[src/design/nes_map_pkg.sv]
/*
 * CPU address map constants, bus width typedefs
 * and the read-source tag for the return mux
 */

package nes_map_pkg;

	//============================================================
	// Bus widths
	//============================================================

	// Full CPU address
	typedef logic [15:0] cpu_addr_t;

	// One data byte on the CPU bus
	typedef logic [7:0] cpu_data_t;

	// Index into the 2 KiB system RAM
	typedef logic [10:0] ram_addr_t;

	// Index into the 32 KiB PRG-ROM
	typedef logic [14:0] rom_addr_t;

	//============================================================
	// Memory map
	//============================================================

	// System RAM, 2 KiB mirrored four times
	localparam cpu_addr_t RAM_END  = 16'h1FFF;
	localparam int        RAM_DEPTH = 2048;

	// Controller one, strobe on write and serial data on read
	localparam cpu_addr_t PAD_ADDR = 16'h4016;

	// Sprite DMA trigger, write only
	localparam cpu_addr_t DMA_ADDR = 16'h4014;

	// PRG-ROM fills the upper half
	localparam cpu_addr_t ROM_BASE  = 16'h8000;
	localparam int        ROM_DEPTH = 32768;

	//============================================================
	// Read source
	//============================================================

	// Which block answers a read, RD_NONE means open bus
	typedef enum logic [1:0] {
		RD_NONE,
		RD_RAM,
		RD_ROM,
		RD_PAD
	} read_src_e;

endpackage

[src/design/joypad_port.sv]
/*
 * Controller port at $4016, strobe latch and serial shift register
 */
`timescale 1ns/1ps

module joypad_port (
	input  logic                   CPU_CLK,
	input  logic                   reset,
	input  logic                   we,
	input  logic                   re,
	input  logic                   wdata0,
	input  nes_map_pkg::cpu_data_t buttons,
	output nes_map_pkg::cpu_data_t rdata
);
	import nes_map_pkg::*;

	logic      strobe;
	cpu_data_t shift_q;

	// Strobe and shifter
	always_ff @(posedge CPU_CLK) begin
		if (reset) begin
			strobe  <= 1'b0;
			shift_q <= '0;
		end else begin
			if (we)
				strobe <= wdata0;
			// Strobe high keeps the shifter tracking the live buttons
			if (strobe)
				shift_q <= buttons;
			// Ones fill from the top, reads past eight return 1
			else if (re)
				shift_q <= {1'b1, shift_q[7:1]};
		end
	end

	// Read byte, serial bit in bit 0
	always_ff @(posedge CPU_CLK) begin
		if (re)
			rdata <= {7'b0000000, shift_q[0]};
	end

endmodule

[config.mk]
export PLATFORM = sky130hd
export DESIGN_NAME = joypad_port
export DESIGN_NICKNAME = d
export VERILOG_FILES = /design/src/design/nes_map_pkg.sv /design/src/design/joypad_port.sv
export SDC_FILE = /design/constraint.sdc
export NUM_CORES = 1
export LEC_CHECK = 0
export BUFFER_PORTS_ARGS = -buffer_cell sky130_fd_sc_hd__buf_2
export CORE_AREA = 8 8 45 47
export DETAILED_ROUTE_END_ITERATION = 16
export DIE_AREA = 0 0 53 55
export HOLD_SLACK_MARGIN = 0.02
export PLACE_DENSITY = 0.64
export SKIP_LAST_GASP = 1
export SYNTH_ARGS = -nofsm -noshare
export SYNTH_HDL_FRONTEND = slang
export SYNTH_SLANG_ARGS = --single-unit
[constraint.sdc]
create_clock -name CPU_CLK -period 1.36 [get_ports CPU_CLK]
set_clock_uncertainty 0.15 [all_clocks]
set_input_delay 0.408 -clock CPU_CLK [delete_from_list [all_inputs] [get_ports CPU_CLK]]
set_output_delay 0.408 -clock CPU_CLK [all_outputs]
set_load 0.02 [all_outputs]
==> impl_metrics.tcl <==
set metrics [dict create \
    status "finished clean" \
    crit_buf_inv 1 \
    syn_area_per_cell_sq_um 10.14 \
    syn_to_final_growth_pct 14.65 \
    pwr-share-seq_pct 49.1 \
    grt_pass1_vias 323 \
    cts_tree "built" \
    setup_ws_ns 0.04068 \
    crit_path_max_fanout 1 \
    gr-total-overflow 0 \
    gp_congestion 0.7025 \
    clkSlewWorstSetupHoldPaths_ns 0.06 \
    wl_microns 812 \
    synth-seq-cells 10 \
    final_nets 75 \
    use_met3_pct 3.743 \
    grt_busiest_layer "met2" \
    crit_type "flip-flop to primary output" \
    cts_buffers 3 \
    std_cell_rows 14 \
    layoutNonFillerInstCount 77 \
    antenna_found_initial 0 \
    clockBufferDepth 2 \
    htreeDepth 1 \
    critPathTopFamily "flip-flops" \
    num_antenna_cells 0 \
    final_cell_mix "buf_2, dfxtp_1, mux2i_1, nor2b_1" \
    mostFrequentLayoutCell "buf_2" \
    max_stage_delay_ns 0.35 \
    synth_cell_types 13 \
    avgRoutedWirePerCell_microns 10.55 \
    switching_share_pct 23.16 \
    timing_hold_violations_final 0 \
    intPower_uw 522.9 \
    fin_hold_ws_ns 0.2344 \
    slew_violations 0 \
    min_path_cells 3 \
    cp.depth 1 \
    fin_crit_ns 1.319 \
    synthCells 48 \
    ir_worst_vdd_uv 600.2 \
    pre_cts_slack_ns 0.1206 \
    fillers 140 \
    cp-start-kind "flip-flop" \
    clkPwrFrac_pct 37.8 \
    cts_setup_buffers 0 \
    post_dp_cell_area_sq_um 521.8 \
    dp.cells 73 \
    grt_max_degree 12 \
    yosysSeqAreaShare_pct 43.19 \
    die_area_sq_um 2915 \
    p_leak_nw 0.2557 \
    cts-root-buf "clkbuf_4" \
    required_ns 0.80 \
    use_met2_pct 8.594 \
    min_path_type "primary input to flip-flop" \
    cp-end-kind "primary output" \
    power_switching_uw 157.6 \
    ant_nets 0 \
    grt_pass1_wl_mm 1.331 \
    drc 0 \
    first_iter_violations 4 \
    r2r_cells 2 \
    cts_resized 0 \
    grtUsageMet1_pct 7.362 \
    finalSetupViolCount 0 \
    period_share_pct 97.01 \
    fin_area_sq_um 558.0 \
    hpwl_microns 668 \
    placeableCoreArea_sq_um 1384 \
    die_h_microns 55 \
    power_frac_comb_pct 13.1 \
    cts_num_sinks 10 \
    crit_arrival_ns 0.76 \
    dr.pass1.iters 3 \
    slowest_stage "edfxtp_1" \
    fmax_mhz 758.0 \
    cts_hold_buf 0 \
    drive_gt1_share_pct 27.87 \
    track_usage_pct 6.305 \
    ys_warn_count 0 \
    rsz0062_at_grt "yes" \
    synthesis.area_sq_um 486.7 \
    clk_latency_ns 0.26 \
    path_cells "buf_2" \
    cellPowerDensity_nw_per_um2 1219 \
    portBuffers 13 \
    io-pin-count 21 \
    avgViaCountPerCell 4.273 \
    start_util_pct 35.17 \
    fp.dieW_microns 53 \
    drv_cap 0 \
    num_vias 329 \
]
## power groups by stage
stage / Sequential [mW] / Combinational [mW] / Clock [mW]
3_3_place_gp: 0.341 / 0.0885 / 0
6_report: 0.334 / 0.0893 / 0.257
5_1_grt: 0.338 / 0.100 / 0.286
4_1_cts: 0.334 / 0.0899 / 0.266
2_1_floorplan: 0.338 / 0.0839 / 0
3_5_place_dp: 0.341 / 0.0895 / 0
## worst register-to-register path, stage by stage, from the launching register on
cell	delay, ns
dfxtp_1	0.47
inv_1	0.19
a211oi_1	0.23
## path summary, 6_finish.rpt
path,startpoint,endpoint,slack [ns]
worst min-delay path,wdata0,strobe,0.23
worst min register to register,shift_q[0],rdata[0],0.28
worst max register to register,strobe,shift_q[1],0.23
worst max-delay path,rdata[0],rdata[0],0.04
## area by class of cell
type | instances | area (sq um) | share of cell area, %
Clock buffer | 4 | 36.28 | 6.502
Inverter | 1 | 3.754 | 0.6726
Multi-Input combinational cell | 33 | 222.7 | 39.91
Sequential cell | 10 | 210.2 | 37.67
Tap cell | 16 | 20.02 | 3.587
Timing Repair Buffer | 13 | 65.06 | 11.66
## per-layer routing
| metal | vias to the layer above | part of all wire, % |
|---|---|---|
| met5 | - | 0 |
| met4 | 0 | 0 |
| met3 | 0 | 11 |
| met2 | 14 | 45 |
| met1 | 132 | 43 |
| li1 | 183 | - |
## synth_stat cells
library cell,number,area (sq um)
dfxtp_1,9,180.2
mux2i_1,8,80.08
nor2b_1,8,50.05
a211oi_1,7,52.55
buf_4,7,52.55
nor3_1,2,10.01
buf_2,1,5.000
buf_6,1,11.26
clkbuf_1,1,3.750
conb_1,1,3.750
edfxtp_1,1,30.03
inv_1,1,3.750
nor2_1,1,3.750
## flip-flops by register name, summed over array words and instances (netlist names)
| signal | count |
|---|---|
| shift_q | 8 |
| rdata | 1 |
| strobe | 1 |
## logic make-up after synthesis
group / synth area share [%]
buffers and inverters: 15.68
other: 0.7705
and+or+nand+nor: 13.11
AOI/OAI and AO/OA: 10.80
DFF: 43.19
muxes: 16.45
## stage by stage
stage / setup TNS, ns / util (%) / total power [mW]
2_1_floorplan: 0 / - / 0.4219
3_3_place_gp: 0 / 37.70 / 0.4291
3_5_place_dp: 0 / 37.70 / 0.4304
4_1_cts: 0 / 40.33 / 0.6903
5_1_grt: -0.0004604 / 40.33 / 0.7241
6_report: 0 / 40.33 / 0.6804
(Power assumes the default switching activity.)
