--- config.mk ---
export PLATFORM = sky130hd
export DESIGN_NAME = cpu_read_return
export DESIGN_NICKNAME = d
export VERILOG_FILES = /design/src/design/nes_map_pkg.sv /design/src/design/cpu_read_return.sv
export SDC_FILE = /design/constraint.sdc
export NUM_CORES = 1
export LEC_CHECK = 0
export BUFFER_PORTS_ARGS = -buffer_cell sky130_fd_sc_hd__buf_2
export CORE_MARGIN = 2
export CORE_UTILIZATION = 35
export DETAILED_ROUTE_END_ITERATION = 7
export GPL_TIMING_DRIVEN = 0
export HOLD_SLACK_MARGIN = 0.08
export PLACE_DENSITY = 0.77
export SYNTH_ARGS = -nofsm -noshare
export SYNTH_HDL_FRONTEND = slang
export SYNTH_SLANG_ARGS = --single-unit
export TNS_END_PERCENT = 10
--- constraint.sdc ---
create_clock -name CPU_CLK -period 1.6 [get_ports CPU_CLK]
set_input_delay 0.24 -clock CPU_CLK [delete_from_list [all_inputs] [get_ports CPU_CLK]]
set_output_delay 0.24 -clock CPU_CLK [all_outputs]
set_load 0.02 [all_outputs]
--- src/design/nes_map_pkg.sv ---
/*
 * CPU address map constants, bus width typedefs
 * and the read-source tag for the return mux
 */

package nes_map_pkg;

	//============================================================
	// Bus widths
	//============================================================

	// Full CPU address
	typedef logic [15:0] cpu_addr_t;

	// One data byte on the CPU bus
	typedef logic [7:0] cpu_data_t;

	// Index into the 2 KiB system RAM
	typedef logic [10:0] ram_addr_t;

	// Index into the 32 KiB PRG-ROM
	typedef logic [14:0] rom_addr_t;

	//============================================================
	// Memory map
	//============================================================

	// System RAM, 2 KiB mirrored four times
	localparam cpu_addr_t RAM_END  = 16'h1FFF;
	localparam int        RAM_DEPTH = 2048;

	// Controller one, strobe on write and serial data on read
	localparam cpu_addr_t PAD_ADDR = 16'h4016;

	// Sprite DMA trigger, write only
	localparam cpu_addr_t DMA_ADDR = 16'h4014;

	// PRG-ROM fills the upper half
	localparam cpu_addr_t ROM_BASE  = 16'h8000;
	localparam int        ROM_DEPTH = 32768;

	//============================================================
	// Read source
	//============================================================

	// Which block answers a read, RD_NONE means open bus
	typedef enum logic [1:0] {
		RD_NONE,
		RD_RAM,
		RD_ROM,
		RD_PAD
	} read_src_e;

endpackage

--- src/design/cpu_read_return.sv ---
/*
 * Read-data return mux and open-bus holding register
 */
`timescale 1ns/1ps

module cpu_read_return (
	input  logic                   CPU_CLK,
	input  logic                   reset,
	input  nes_map_pkg::read_src_e rd_src,
	input  nes_map_pkg::cpu_data_t wdata_q,
	input  logic                   wr_seen,
	input  nes_map_pkg::cpu_data_t ram_rdata,
	input  nes_map_pkg::cpu_data_t rom_rdata,
	input  nes_map_pkg::cpu_data_t pad_rdata,
	output nes_map_pkg::cpu_data_t cpu_rdata
);
	import nes_map_pkg::*;

	read_src_e src_q;
	cpu_data_t open_bus;

	// Tag lines up with the memory data here
	always_ff @(posedge CPU_CLK) begin
		if (reset) begin
			src_q    <= RD_NONE;
			open_bus <= '0;
		end else begin
			src_q <= rd_src;
			// A write is younger than the read finishing this cycle
			if (wr_seen)
				open_bus <= wdata_q;
			else if (src_q != RD_NONE)
				open_bus <= cpu_rdata;
		end
	end

	// Unmapped reads see the last value on the bus
	always_comb begin
		case (src_q)
			RD_RAM:  cpu_rdata = ram_rdata;
			RD_ROM:  cpu_rdata = rom_rdata;
			RD_PAD:  cpu_rdata = pad_rdata;
			default: cpu_rdata = open_bus;
		endcase
	end

endmodule

==> out/metrics.cfg, run 1 <==
[global_routing]
antenna_found_initial = 0
overflow = 0
gr-usage-all-layers_pct = 17.6
grt_max_degree = 11
grt_pass1_vias = 763
grt_pass1_wl_um = 3190

[synth]
synthesis.nets = 98
synth.distinct_cells = 11
synth_top_area_share_pct = 33.3
synth_area_leaders = mux2i_1, dfxtp_1, o221ai_2, nand3b_1, buf_6
synthesis.area_um2 = 721
ys_warn_count = 0
synth-seq-cells = 10
syn-mean-instance-area_um2 = 11.8
seq_area_frac_synth_pct = 27.8
synth_top_area_cell = mux2i_1
syn_inst = 61

[floorplanning]
core_um2 = 1940
die_h_um = 49.4
die_w_um = 49.4
initial_core_util_pct = 37.1
rows = 16
io_pins = 45
die_area_um2 = 2440

[placed_design]
pre_cts_slack_ns = 0.154
placedCellCount = 131
place_area_um2 = 970
place_hpwl_um = 1280
gp_congestion = 0.629
port_buffers = 43

[min_path]
hp-class = in2reg
hold_path_depth = 2

[timing]
setup_violations = 8
post-route-worst-setup-slack_ns = -0.0693
max_freq_mhz = 599
fin_worst_skew_ns = 0.00191
fin_setup_tns_ns = -0.279
min_period_ns = 1.67
hold_violations = 0
tightest_slew_ns = 0.249
final_max_slew_viol_count = 0
fin_hold_ws_ns = 0.173
rsz0062_at_grt = true
finalCritPeriodShare_pct = 104
maxSlewHeadroom_pct = 82.9

[finish]
utilization_pct = 67.2
final_common_cell = buf_2
nets = 159
layout-drive-gt1-share_pct = 72.7
fin_area_um2 = 1310
final_cell_mix = buf_2, buf_4, mux2i_4, mux2i_1, dfxtp_1
stdcell_count = 148
fillers = 162
syn2layout_area_growth_pct = 81.1
insertedDiodeCount = 0

[worst_setup_path]
cpPeakStageDelay_ns = 0.33
crit_path_top_delay_cell = dfxtp_2
crit_path_cell_trace = buf_8, buf_16, mux2i_4, mux2i_1, buf_4
cp.required_ns = 1.36
worstPathArrival_ns = 1.43
r2r_cells = 4
crit_path_end_kind = output pin
cp-start-kind = flip-flop
worstSetupPathType = reg2out
cp_max_fo = 8

[outcome]
outcome = finished, violations left
violations = negative setup slack

[clock_tree]
cts_made_buffers = 3
postCtsHoldBufs = 0
htree_levels = 1
cts_tree = done
clk_pin_slew_ns = 0.07
root_buffer = clkbuf_4
insertion_delay_ns = 0.27
clock_path_buffers = 2
cts_sinks = 10

[routing]
drt-total-wl_um = 1990
drt_first_pass_iters = 3
wire_per_inst_um = 13.4
first_iter_violations = 5
vias = 719
viasPerCell = 4.86
antenna_left = 0
drc = 0

[pwr]
p_leak_nw = 0.541
ir_drop_mv = 0.629
powerDensity_nw_per_um2 = 660
power.total_mw = 0.862

[flow_run]
drv_cap = 0

## Yosys cell counts
library cell  count
mux2i_1          24
dfxtp_1          10
nand3b_1          8
o221ai_2          8
buf_6             4
nor2b_1           2
buf_2             1
buf_4             1
buf_8             1
or3_1             1
or3b_1            1
## timing repair
action / CTS / global route
buffers inserted: 12 / 0
pin swaps: 0 / 0
cloned: 1 / 0
endpoints found under the setup margin: 8 / 8
endpoints found under the hold margin: 0 / 0
gates resized for setup: 33 / 3
## registers in the layout (all words and copies together) (netlist names)
name      flops
open_bus      8
src_q         2
## cell type report
cell class	count	area (um2)	area share, %
multi-input cells	44	598	45.8
flip-flops and latches	10	201	15.4
clock buffers	4	36.3	2.78
well taps	27	33.8	2.59
repair buffers	56	350	26.8
plain buffers	7	85.1	6.52
## final timing paths
check | startpoint | to | slack [ns]
setup / recovery | src_q[1] | cpu_rdata[1] | -0.07
hold / removal | rd_src[0] | src_q[0] | 0.17
setup reg to reg | src_q[0] | open_bus[5] | 0.35
hold reg to reg | open_bus[4] | open_bus[4] | 0.60
## routing by layer
| metal | vias up | track usage, % | wire length (um) |
|---|---|---|---|
| li1 | 363 | - | - |
| met1 | 320 | 18.4 | 716 |
| met2 | 29 | 31.3 | 1080 |
| met3 | 7 | 4.91 | 131 |
| met4 | 0 | 10.2 | 57 |
| met5 | - | 0 | 0 |
## logic make-up (layout without fill, tap and decap cells)
| family | count (synthesis) | count (layout) | share of synthesized area, % |
|---|---|---|---|
| AOI/OAI and AO/OA | 8 | 8 | 16.7 |
| buffers and inverters | 7 | 67 | 10.1 |
| DFF | 10 | 10 | 27.8 |
| muxes | 24 | 24 | 33.3 |
| and+or+nand+nor | 12 | 12 | 12.2 |
## report_power, final
part	internal, mW	switching (mW)
Combinational	0.195	0.151
Sequential	0.268	0.00939
Clock	0.138	0.0992
## worst max-delay path, delay by kind of cell, from the launching register on
kind	cells	cell delay [ns]
multiplexers	2	0.35
buffers and inverters	3	0.46
flip-flops	1	0.33
(Power assumes the default switching activity.)
==> inputs of run 2 (changes only) <==
--- a/config.mk
+++ b/config.mk
@@ -5,6 +5,7 @@
 export SDC_FILE = /design/constraint.sdc
 export NUM_CORES = 1
 export LEC_CHECK = 0
+export ABC_AREA = 1
 export BUFFER_PORTS_ARGS = -buffer_cell sky130_fd_sc_hd__buf_2
 export CORE_MARGIN = 2
 export CORE_UTILIZATION = 35
==> run 2 against run 1 <==
Effect of this change: the flow still finishes with violations (negative setup slack); sequential cell count did not move; first-iteration DRC count rose to 3.4 times the previous value; sequential power barely moved; total power fell by 6.0%; combinational power fell by 15%; setup slack improved by 0.025 ns; synthesized area rose by 0.35%; critical path depth rose by 1; cell count rose by 30%; synthesized cell count rose by 89%; utilization fell by 6.7 points; critical path type unchanged.
==> out/metrics.cfg, run 2 <==
[outcome]
outcome = finished, violations left  ; unchanged
violations = negative setup slack  ; unchanged

[timing]
tightest_slew_ns = 0.464  ; was 0.249 ns
min_period_ns = 1.64  ; was 1.67 ns
maxSlewHeadroom_pct = 69.1  ; was 82.9%
fin_setup_tns_ns = -0.0971  ; was -0.279 ns
fin_worst_skew_ns = 0.00157  ; was 0.00191 ns
post-route-worst-setup-slack_ns = -0.0445  ; was -0.0693 ns
finalCritPeriodShare_pct = 103  ; was 104%
fin_hold_ws_ns = 0.167  ; was 0.173 ns
max_freq_mhz = 608  ; was 599 MHz
final_max_slew_viol_count = 0  ; unchanged
hold_violations = 0  ; unchanged
rsz0062_at_grt = true  ; unchanged
setup_violations = 5  ; was 8

[global_routing]
antenna_found_initial = 0  ; unchanged
grt_pass1_wl_um = 3420  ; was 3190 um
gr-usage-all-layers_pct = 17.8  ; was 17.6%
overflow = 0  ; unchanged
grt_max_degree = 11  ; unchanged
grt_pass1_vias = 846  ; was 763

[synth]
synth_edf_count = 0  ; unchanged
seq_area_frac_synth_pct = 27.7  ; was 27.8%
syn-mean-instance-area_um2 = 6.29  ; was 11.8 um2
synthesis.area_um2 = 723  ; was 721 um2
yosysMostFrequentCell = nand2_1  ; was mux2i_1
synth-seq-cells = 10  ; unchanged
synth_common_cells = nand2_1, nand3_1, dfxtp_1, inv_1  ; was mux2i_1, dfxtp_1, nand3b_1, o221ai_2, buf_6
synth_area_leaders = dfxtp_1, nand3_1, nand2_1, o31a_1, o21bai_1  ; was mux2i_1, dfxtp_1, o221ai_2, nand3b_1, buf_6
synth-main-ff-cell = dfxtp_1  ; unchanged
syn_inst = 115  ; was 61
synth_top_area_share_pct = 27.7  ; was 33.3%
ys_warn_count = 0  ; unchanged
synthesis.nets = 152  ; was 98
synth.distinct_cells = 13  ; was 11
synth_top_area_cell = dfxtp_1  ; was mux2i_1
async_flop_share_pct = 0  ; unchanged

[routing]
vias = 968  ; was 719
wire_per_inst_um = 12.3  ; was 13.4 um
drt-total-wl_um = 2370  ; was 1990 um
drt_first_pass_iters = 4  ; was 3
antenna_left = 0  ; unchanged
drc = 0  ; unchanged
viasPerCell = 5.02  ; was 4.86
first_iter_violations = 17  ; was 5

[floorplanning]
rows = 16  ; unchanged
die_h_um = 49.5  ; was 49.4 um
core_um2 = 1960  ; was 1940 um2
die_area_um2 = 2450  ; was 2440 um2
initial_core_util_pct = 36.9  ; was 37.1%
io_pins = 45  ; unchanged
die_w_um = 49.5  ; was 49.4 um

[pwr]
powerDensity_nw_per_um2 = 682  ; was 660 nW/um2
seqPwrFrac_pct = 34.3  ; was 32.2%
ir_drop_mv = 0.355  ; was 0.629 mV
swShare_pct = 32.2  ; was 30.2%
clkPwrFrac_pct = 29.1  ; was 27.6%
p_sw_mw = 0.260  ; about the same
power.total_mw = 0.810  ; was 0.862 mW
internal_power_mw = 0.549  ; was 0.602 mW
comb_power_share_pct = 36.6  ; was 40.2%
p_leak_nw = 0.588  ; was 0.541 nW

[finish]
final_cell_mix = buf_2, nand2_1, nand3_1, buf_6, inv_1  ; was buf_2, buf_4, mux2i_4, mux2i_1, dfxtp_1
largest_reg_flops = 8  ; unchanged
layout-drive-gt1-share_pct = 48.2  ; was 72.7%
register_area_um2 = 208  ; was 201 um2
fin_area_um2 = 1190  ; was 1310 um2
multi_input_area_um2 = 513  ; was 598 um2
reg_top3 = open_bus x8, src_q x2  ; unchanged
largest_register = open_bus  ; unchanged
syn2layout_area_growth_pct = 64.2  ; was 81.1%
nets = 204  ; was 159
utilization_pct = 60.5  ; was 67.2%
insertedDiodeCount = 0  ; unchanged
final_common_cell = buf_2  ; unchanged
stdcell_count = 193  ; was 148
fillers = 184  ; was 162

[clock_tree]
cts_sinks = 10  ; unchanged
insertion_delay_ns = 0.27  ; about the same
clk_pin_slew_ns = 0.07  ; about the same
cts_made_buffers = 3  ; unchanged
clock_path_buffers = 2  ; unchanged
cts_tree = done  ; unchanged
root_buffer = clkbuf_4  ; unchanged
htree_levels = 1  ; unchanged

[worst_setup_path]
r2r_slack_ns = 0.43  ; was 0.35 ns
cp_max_fo = 8  ; unchanged
cp-start-kind = flip-flop  ; unchanged
cp.required_ns = 1.36  ; about the same
worstPathArrival_ns = 1.40  ; was 1.43 ns
crit_path_end_kind = output pin  ; unchanged
worstSetupPathType = reg2out  ; unchanged

[min_path]
hp-class = in2reg  ; unchanged

[placed_design]
pre_cts_slack_ns = 0.167  ; was 0.154 ns
place_area_um2 = 967  ; was 970 um2
gp_congestion = 0.710  ; was 0.629
placedCellCount = 184  ; was 131
place_hpwl_um = 1610  ; was 1280 um
port_buffers = 42  ; was 43

[flow_run]
drv_cap = 0  ; unchanged

==> run 2: logic make-up after synthesis <==
logic type             after synthesis  synth area share, %
and+or+nand+nor                     61                 36.9
buffers and inverters               20                 11.9
DFF                                 10                 27.7
AOI/OAI and AO/OA                   24                 23.5
==> run 2: power by group through the flow <==
stage	sequential [mW]	combinational [mW]	clock [mW]
after floorplan	0.280	0.149	0
after global placement	0.282	0.227	0
after detailed placement	0.283	0.232	0
after CTS	0.278	0.255	0.235
after global routing	0.280	0.322	0.246
final	0.278	0.296	0.236
==> run 2: worst paths after layout <==
path                             startpoint            to  depth (start not counted)
worst min register to register  open_bus[5]   open_bus[5]                          4
worst min-delay path              rd_src[1]      src_q[1]                          3
worst max-delay path               src_q[0]  cpu_rdata[2]                          6
worst max register to register     src_q[1]   open_bus[5]                          7
==> run 2: metal layers <==
layer | track usage [%] | part of all wire [%] | vias to the layer above
met5 | 0 | 0 | -
met4 | 11.6 | 2.0 | 0
met3 | 2.42 | 6.2 | 4
met2 | 32.2 | 51 | 42
met1 | 19.2 | 41 | 435
li1 | - | - | 487
==> run 2: repair_timing <==
action | CTS | global route
pin swaps | 0 | 2
setup buffers | 0 | 3
resized for setup | 16 | 27
setup endpoints to repair | 8 | 8
gates cloned | 0 | 2
hold buffers | 0 | 0
==> run 2: cell type report <==
type                       count  share of cell area (%)
multi-input combinational     85                    43.2
timing repair buffer          47                    24.4
sequential                    10                    17.5
inverter                      14                    5.06
buffer                         6                    3.90
clock buffer                   4                    3.06
tap                           27                    2.85
==> run 2: critical path: stages (launching register included) <==
cell,delay (ns)
dfxtp_4,0.37
buf_6,0.12
inv_4,0.06
o21bai_1,0.19
nand3_2,0.11
o31a_1,0.14
buf_6,0.14
