## config.mk

```make
export PLATFORM = sky130hd
export DESIGN_NAME = cpu_bus_decode
export DESIGN_NICKNAME = d
export VERILOG_FILES = /design/src/design/nes_map_pkg.sv /design/src/design/cpu_bus_decode.sv
export SDC_FILE = /design/constraint.sdc
export NUM_CORES = 1
export LEC_CHECK = 0
export ABC_AREA = 0
export BUFFER_PORTS_ARGS = -buffer_cell sky130_fd_sc_hd__buf_2
export CAP_MARGIN = 10
export CORE_MARGIN = 2
export CORE_UTILIZATION = 38
export DETAILED_ROUTE_END_ITERATION = 10
export GPL_ROUTABILITY_DRIVEN = 0
export PLACE_DENSITY = 0.74
export SETUP_SLACK_MARGIN = 0.05
export SLEW_MARGIN = 20
export SYNTH_ARGS = -nofsm -noshare
export SYNTH_HDL_FRONTEND = slang
export SYNTH_SLANG_ARGS = --single-unit
```

## constraint.sdc

```tcl
create_clock -name CPU_CLK -period 1.6 [get_ports CPU_CLK]
set_input_delay 0.16 -clock CPU_CLK [delete_from_list [all_inputs] [get_ports CPU_CLK]]
set_output_delay 0.16 -clock CPU_CLK [all_outputs]
set_load 0.03 [all_outputs]
```

## src/design/nes_map_pkg.sv

```systemverilog
/*
 * CPU address map constants, bus width typedefs
 * and the read-source tag for the return mux
 */

package nes_map_pkg;

	//============================================================
	// Bus widths
	//============================================================

	// Full CPU address
	typedef logic [15:0] cpu_addr_t;

	// One data byte on the CPU bus
	typedef logic [7:0] cpu_data_t;

	// Index into the 2 KiB system RAM
	typedef logic [10:0] ram_addr_t;

	// Index into the 32 KiB PRG-ROM
	typedef logic [14:0] rom_addr_t;

	//============================================================
	// Memory map
	//============================================================

	// System RAM, 2 KiB mirrored four times
	localparam cpu_addr_t RAM_END  = 16'h1FFF;
	localparam int        RAM_DEPTH = 2048;

	// Controller one, strobe on write and serial data on read
	localparam cpu_addr_t PAD_ADDR = 16'h4016;

	// Sprite DMA trigger, write only
	localparam cpu_addr_t DMA_ADDR = 16'h4014;

	// PRG-ROM fills the upper half
	localparam cpu_addr_t ROM_BASE  = 16'h8000;
	localparam int        ROM_DEPTH = 32768;

	//============================================================
	// Read source
	//============================================================

	// Which block answers a read, RD_NONE means open bus
	typedef enum logic [1:0] {
		RD_NONE,
		RD_RAM,
		RD_ROM,
		RD_PAD
	} read_src_e;

endpackage

```

## src/design/cpu_bus_decode.sv

```systemverilog
/*
 * CPU access register and address decoder
 * Produces target enables, write payload and read-source tag
 */
`timescale 1ns/1ps

module cpu_bus_decode (
	input  logic                   CPU_CLK,
	input  logic                   reset,
	input  logic                   cpu_valid,
	input  logic                   cpu_rw_n,
	input  nes_map_pkg::cpu_addr_t cpu_addr,
	input  nes_map_pkg::cpu_data_t cpu_wdata,
	input  logic                   dma_busy,
	output logic                   ram_en,
	output logic                   ram_we,
	output nes_map_pkg::ram_addr_t ram_addr,
	output logic                   rom_en,
	output nes_map_pkg::rom_addr_t rom_addr,
	output logic                   pad_we,
	output logic                   pad_re,
	output logic                   dma_start,
	output nes_map_pkg::cpu_data_t dma_page,
	output nes_map_pkg::cpu_data_t wdata_q,
	output logic                   wr_seen,
	output nes_map_pkg::read_src_e rd_src
);
	import nes_map_pkg::*;

	logic      take;
	logic      hit_ram;
	logic      hit_pad;
	logic      hit_dma;
	logic      hit_rom;
	read_src_e rd_next;

	// CPU is halted during DMA, anything it drives is dropped
	assign take = cpu_valid & ~dma_busy;

	// Region compares on the raw address
	assign hit_ram = (cpu_addr <= RAM_END);
	assign hit_pad = (cpu_addr == PAD_ADDR);
	assign hit_dma = (cpu_addr == DMA_ADDR);
	assign hit_rom = (cpu_addr >= ROM_BASE);

	// Tag for the return mux, writes carry no tag
	always_comb begin
		rd_next = RD_NONE;
		if (take && cpu_rw_n) begin
			if (hit_ram)
				rd_next = RD_RAM;
			else if (hit_rom)
				rd_next = RD_ROM;
			else if (hit_pad)
				rd_next = RD_PAD;
		end
	end

	//============================================================
	// Control register
	//============================================================

	always_ff @(posedge CPU_CLK) begin
		if (reset) begin
			ram_en    <= 1'b0;
			ram_we    <= 1'b0;
			rom_en    <= 1'b0;
			pad_we    <= 1'b0;
			pad_re    <= 1'b0;
			dma_start <= 1'b0;
			wr_seen   <= 1'b0;
			rd_src    <= RD_NONE;
		end else begin
			ram_en    <= take & hit_ram;
			ram_we    <= take & hit_ram & ~cpu_rw_n;
			// ROM ignores CPU writes
			rom_en    <= take & hit_rom & cpu_rw_n;
			pad_we    <= take & hit_pad & ~cpu_rw_n;
			pad_re    <= take & hit_pad & cpu_rw_n;
			dma_start <= take & hit_dma & ~cpu_rw_n;
			// Any write drives the data bus
			wr_seen   <= take & ~cpu_rw_n;
			rd_src    <= rd_next;
		end
	end

	// Payload, meaningful only alongside an enable
	always_ff @(posedge CPU_CLK) begin
		if (take) begin
			// Top address bits dropped for the RAM mirror
			ram_addr <= cpu_addr[10:0];
			rom_addr <= cpu_addr[14:0];
			wdata_q  <= cpu_wdata;
		end
		if (take && hit_dma && !cpu_rw_n)
			dma_page <= cpu_wdata;
	end

	//============================================================
	// Checks
	//============================================================

	// A second $4014 write must not land on a running copy
	a_start_idle: assert property (@(posedge CPU_CLK) disable iff (reset)
		dma_start |-> !dma_busy)
		else $error("dma_start raised while DMA busy");

	// CPU must hold off while stalled
	a_stall_drop: assert property (@(posedge CPU_CLK) disable iff (reset)
		dma_busy |-> !cpu_valid)
		else $error("CPU access dropped during DMA stall");

endmodule

```

==> results of run 1 <==
==> routing by layer <==
layer  global-route usage  routed length, um
met1               0.1569               1083
met2               0.2826               1632
met3              0.04754                225
met4              0.07337                 53
met5                    0                  0
==> worst max path at each step <==
stage / slack [ns] / start / end
floorplan: 0.13 / cpu_addr[8] / dma_page[0]$_DFFE_PP_
global placement: 0.18 / cpu_addr[8] / dma_page[2]$_DFFE_PP_
detailed placement: 0.15 / cpu_addr[8] / dma_page[3]$_DFFE_PP_
CTS: 0.07 / cpu_addr[11] / dma_page[4]$_DFFE_PP_
global route: 0.05 / cpu_addr[11] / dma_page[3]$_DFFE_PP_
finish: 0.06 / cpu_addr[11] / dma_page[3]$_DFFE_PP_
==> power by group through the flow <==
stage	registers, uW	clock network (uW)	logic (uW)
2_1_floorplan	1290	0	86.0
3_3_place_gp	1200	0	259
3_5_place_dp	1200	0	260
4_1_cts	1180	674	286
5_1_grt	1180	714	309
6_report	1180	656	292
==> state kept, by name, indices dropped and copies added, names as in the netlist <==
signal / count
pad_we: 1
ram_addr: 10
ram_en: 1
pad_re: 1
rom_en: 1
rd_src: 2
dma_page: 8
wr_seen: 1
rom_addr: 5
wdata_q: 8
ram_we: 1
dma_start: 1
==> timing repair <==
action / in CTS / in global routing
hold endpoints to repair: 19 / 5
resized for setup: 0 / 1
hold buffers: 13 / 3
endpoints found under the setup margin: 0 / 8
setup buffers: 0 / 0
==> stage by stage <==
stage                     worst slack [ns]  utilization
after floorplan                     0.1301            -
after global placement              0.1777       0.5257
after detailed placement            0.1518       0.5257
after CTS                          0.07175       0.5891
after global routing               0.05063       0.5987
final                              0.06311       0.5987
==> critical path: stages <==
cell and delay [ns]:
dlygate4sd3_1 0.53, buf_2 0.13, or4_4 0.50, nor2_2 0.11, buf_4 0.18
==> final cells by class <==
| type | count | area, um^2 | share of cell area |
|---|---|---|---|
| well taps | 46 | 57.56 | 0.02836 |
| inverters | 2 | 7.507 | 0.003699 |
| clock inverters | 3 | 47.55 | 0.02343 |
| clock buffers | 5 | 37.54 | 0.01850 |
| repair buffers | 100 | 593.1 | 0.2922 |
| multi-input cells | 23 | 175.2 | 0.08631 |
| flip-flops and latches | 40 | 1111 | 0.5475 |
==> Yosys cell counts (all sizes together) (2+ instances only) <==
cell type	count
edfxtp	31
nor2	6
a21oi	2
nor4b	2
nand2b	2
inv	2
dfxtp	9
buf	11
==> kinds of logic (layout without fill, tap and decap cells) <==
family | after synthesis | in the layout | share of synthesized area
buffers and inverters | 13 | 110 | 0.06570
AOI/OAI and AO/OA | 2 | 2 | 0.007300
and+or+nand+nor | 21 | 21 | 0.1168
DFF | 40 | 40 | 0.8102
==> out/results.ini, run 1 <==
[run_status]
outcome=finished clean

[pwr]
switching_share=0.2471
p_per_area_nw_per_um2=1047
combinationalPowerShare=0.137
ir_worst_vdd_uv=406.9
switching_power_uw=525.0
pwr-share-seq=0.554
leakagePower_uw=0.0009051
clkPwrFrac=0.309
p_int_uw=1600
p_total_uw=2125

[yosys]
syn-num-nets=105
yosysSeqAreaShare=0.8102
ys_async_sr_fraction=0
synthTopCellsByArea=edfxtp_1 (68%), dfxtp_1 (13%), buf_4 (6.0%), nand4b_4 (1.7%), nor2_1 (1.6%)
ys_ff_latch=40
yosysWarningCount=0
synth_top_area_frac=0.6788
synth_top_area_cell=edfxtp_1
synthFlopType=edfxtp_1
synth_edf_count=31
avgSynthCellArea_um2=18.04
yosysUniqueCellTypes=20
syn_inst=76
syn-cell-area_um2=1371

[clocking]
tritoncts=yes
cts.sinks=40
cts-buffers-inserted=5
htreeDepth=2
clkTransAtPathRegs_ns=0.12
cts_buffer_depth=2
cts_root_buffer=clkbuf_4

[final_layout]
fin_area_um2=2029
antenna_cells=0
synthToLayoutAreaGrowth_pct=47.99
final_common_cell=buf_2
fin_nets=201
num-fill-cells=259
instances_no_fill=219
drive_above_1_share=0.5665
layout_common_cells=buf_2 (79), edfxtp_1 (31), dlygate4sd3_1 (16)

[sta]
slew_viol_final=0
period_share=0.9606
finalSetupViolations=0
hold_ws_ns=0.02912
layout_min_cycle_time_ns=1.537
fin_setup_tns_ns=0
grt_setup_unrepaired=false
hold_viol_final=0
max_slew_margin=0.7223
max_freq_mhz=650.7
tightest_slew_ns=0.4108

[hold_path]
hp-class=in -> reg
min_from=cpu_addr[3]
worstHoldPathCells=1
holdPathEnd=ram_addr[3]$_DFFE_PN_

[grt]
grt_pass1_wl_mm=4.540
antenna_found_initial=0
grt_pass1_vias=918
grt-ovfl-total=0
track_usage=0.1540
grt_max_degree=15

[detailed_routing]
drt_iter0_drc=46
drc=0
vias=956
dr.pass1.iters=4
antenna_left=0
postRouteWirelength_mm=2.995
wire_per_inst_um=13.68
vias_per_cell=4.365

[placed_design]
portBuffers=79
dpl_cell_area_um2=1782
dp.cells=195
post-dp-hpwl_mm=2.059

[worst_setup_path]
cp.required_ns=1.67
cp-start-kind=input port
cp-end-kind=flop
arrival_ns=1.60
critPathMaxFanout=8
worstSetupPathType=in -> reg

[floorplan]
start_util=0.4046
ios=80
die_w_um=64.07
rows=21
dieHeight_um=64.07
die_area_um2=4105
fp.coreArea_um2=3390

[job]
cap_viol_max_count=0

No activity file was read; power rests on OpenSTA's default activity.
==> inputs of run 2 (changes only) <==
Settings changed: CELL_PAD_IN_SITES_DETAIL_PLACEMENT set to 1, CELL_PAD_IN_SITES_GLOBAL_PLACEMENT set to 1, CORE_UTILIZATION 38 to 29, PLACE_DENSITY 0.74 to unset, PLACE_DENSITY_LB_ADDON set to 0.1.
==> run 2 against run 1 <==
Global-route usage is 3.2 points lower. Non-clock buffer count is 16 lower. Sequential power hardly changed. Highest routed layer unchanged. Cell area is 6.2% lower. First-iteration DRC count is 74% higher. Wire length is 0.47% higher. Largest cell class unchanged.
==> out/results.ini, run 2 (synthesis results as in run 1) <==
[worst_setup_path]
arrival_ns=1.10  ; -0.50 ns
cp.required_ns=1.60  ; -0.07 ns
startpoint=cpu_addr[9]
worstSetupPathType=in -> reg
critPathMaxFanout=8  ; unchanged
cp-start-kind=input port
endpoint=dma_page[0]$_DFFE_PP_
cp-end-kind=flop

[placed_design]
post-dp-hpwl_mm=2.428  ; +18%
portBuffers=79  ; unchanged
dp.cells=203  ; +4.1%

[final_layout]
largest_register_ffs=10  ; unchanged
synthToLayoutAreaGrowth_pct=38.78
instances_no_fill=211  ; -3.7%
fin_nets=185  ; -8.0%
drive_above_1_share=0.6178  ; +0.05136
layout_common_cells=buf_2 (79), edfxtp_1 (31), dfxtp_1 (9)
largest-register=ram_addr
reg_top3=ram_addr (10), dma_page (8), wdata_q (8)
num-fill-cells=528  ; +100%
antenna_cells=0  ; unchanged
final_common_cell=buf_2

[detailed_routing]
dr.pass1.iters=3  ; -1
vias=872  ; -8.8%
postRouteWirelength_mm=3.009  ; +0.47%
drc=0  ; unchanged
vias_per_cell=4.133  ; -5.3%
wire_per_inst_um=14.26  ; +4.3%
antenna_left=0  ; unchanged
drt_iter0_drc=80  ; +74%

[job]
cap_viol_max_count=0  ; unchanged

[sta]
finalSetupViolations=0  ; unchanged
slew_viol_final=0  ; unchanged
max_freq_mhz=912.3  ; +40%
fin_setup_tns_ns=0  ; unchanged
period_share=0.6851  ; -0.2754
max_slew_margin=0.7845  ; +0.06218
hold_viol_final=0  ; unchanged
grt_setup_unrepaired=false
layout_min_cycle_time_ns=1.096  ; -0.4407 ns
tightest_slew_ns=0.3206  ; -0.09015 ns

[grt]
grt-ovfl-total=0  ; unchanged
grt_max_degree=15  ; unchanged
track_usage=0.1222  ; -0.03177
grt_pass1_wl_mm=4.685  ; +3.2%
grt_pass1_vias=924  ; +0.65%
antenna_found_initial=0  ; unchanged

[clocking]
clkTransAtPathRegs_ns=0.07  ; -0.05 ns
htreeDepth=2  ; unchanged
cts-buffers-inserted=5  ; unchanged
cts_buffer_depth=2  ; unchanged
tritoncts=yes
cts.sinks=40  ; unchanged
cts-resized-gates=0  ; unchanged
postCtsSetupBuffers=0  ; unchanged
hold_buffers=0  ; -13
cts_root_buffer=clkbuf_8

[hold_path]
hp-class=in -> reg

[pwr]
ir_worst_vdd_uv=572.7  ; +41%
leakagePower_uw=0.0008471  ; -6.4%
p_per_area_nw_per_um2=1175  ; +12%

[run_status]
outcome=finished clean

[floorplan]
die_w_um=72.77  ; +14%
die_area_um2=5295  ; +29%
ios=80  ; unchanged
start_util=0.2962  ; -0.1084
rows=25  ; +19%
dieHeight_um=72.77  ; +14%
fp.coreArea_um2=4629  ; +37%

run 2: cell count changes in the layout (fill, tap and decap cells not counted), moves of 2 or more:
cell	change
clkbuf_4	-5
clkbuf_8	+5
dlygate4sd3_1	-16
clkinv_4	-2
run 2: area by class of cell:
class	instances	area [um^2]	share of cell area
sequential	40	1111	0.5838
timing repair buffer	84	432.9	0.2275
multi-input combinational	23	172.7	0.09073
clock buffer	5	68.82	0.03616
tap	54	67.56	0.03550
clock inverter	3	42.54	0.02235
inverter	2	7.507	0.003945
run 2: critical path, stage by stage:
cell    delay (ns)
buf_2         0.10
or4_4         0.54
nor2_1        0.11
buf_4         0.18
run 2: stage by stage:
stage            util  hold slack (ns)  total power (uW)  worst slack (ns)  instance area (um^2)
2_1_floorplan       -           0.2380              1374            0.1301                  1374
3_3_place_gp   0.3870           0.3492              1459            0.1873                  1792
5_1_grt        0.4111          0.04710              2324            0.3867                  1903
6_report       0.4111          0.06034              2237            0.5038                  1903
3_5_place_dp   0.3870           0.3541              1465            0.1704                  1792
4_1_cts        0.4111          0.04467              2272            0.4875                  1903
run 2: routing by layer:
layer  track usage  share of wire  up-vias
met5             0              0        -
met4       0.05556          0.015        0
met3       0.05387           0.10        4
met2        0.1818           0.48       40
met1        0.1534           0.40      402
li1              -              -      426
run 2: how the worst min path moves through the flow:
stage	startpoint	end	slack, ns	depth (start not counted)
2_1_floorplan	reset	dma_start$_SDFF_PP0_	0.24	1
3_3_place_gp	cpu_wdata[5]	dma_page[5]$_DFFE_PP_	0.35	1
3_5_place_dp	cpu_wdata[2]	dma_page[2]$_DFFE_PP_	0.35	1
4_1_cts	cpu_wdata[2]	dma_page[2]$_DFFE_PP_	0.04	1
5_1_grt	cpu_wdata[6]	wdata_q[6]$_DFFE_PN_	0.05	1
6_report	cpu_wdata[2]	dma_page[2]$_DFFE_PP_	0.06	1
run 2: where the power goes:
part           internal, uW  total (uW)  switching [uW]
combinational          76.9         261             184
sequential             1160        1180            11.8
clock                   461         800             339
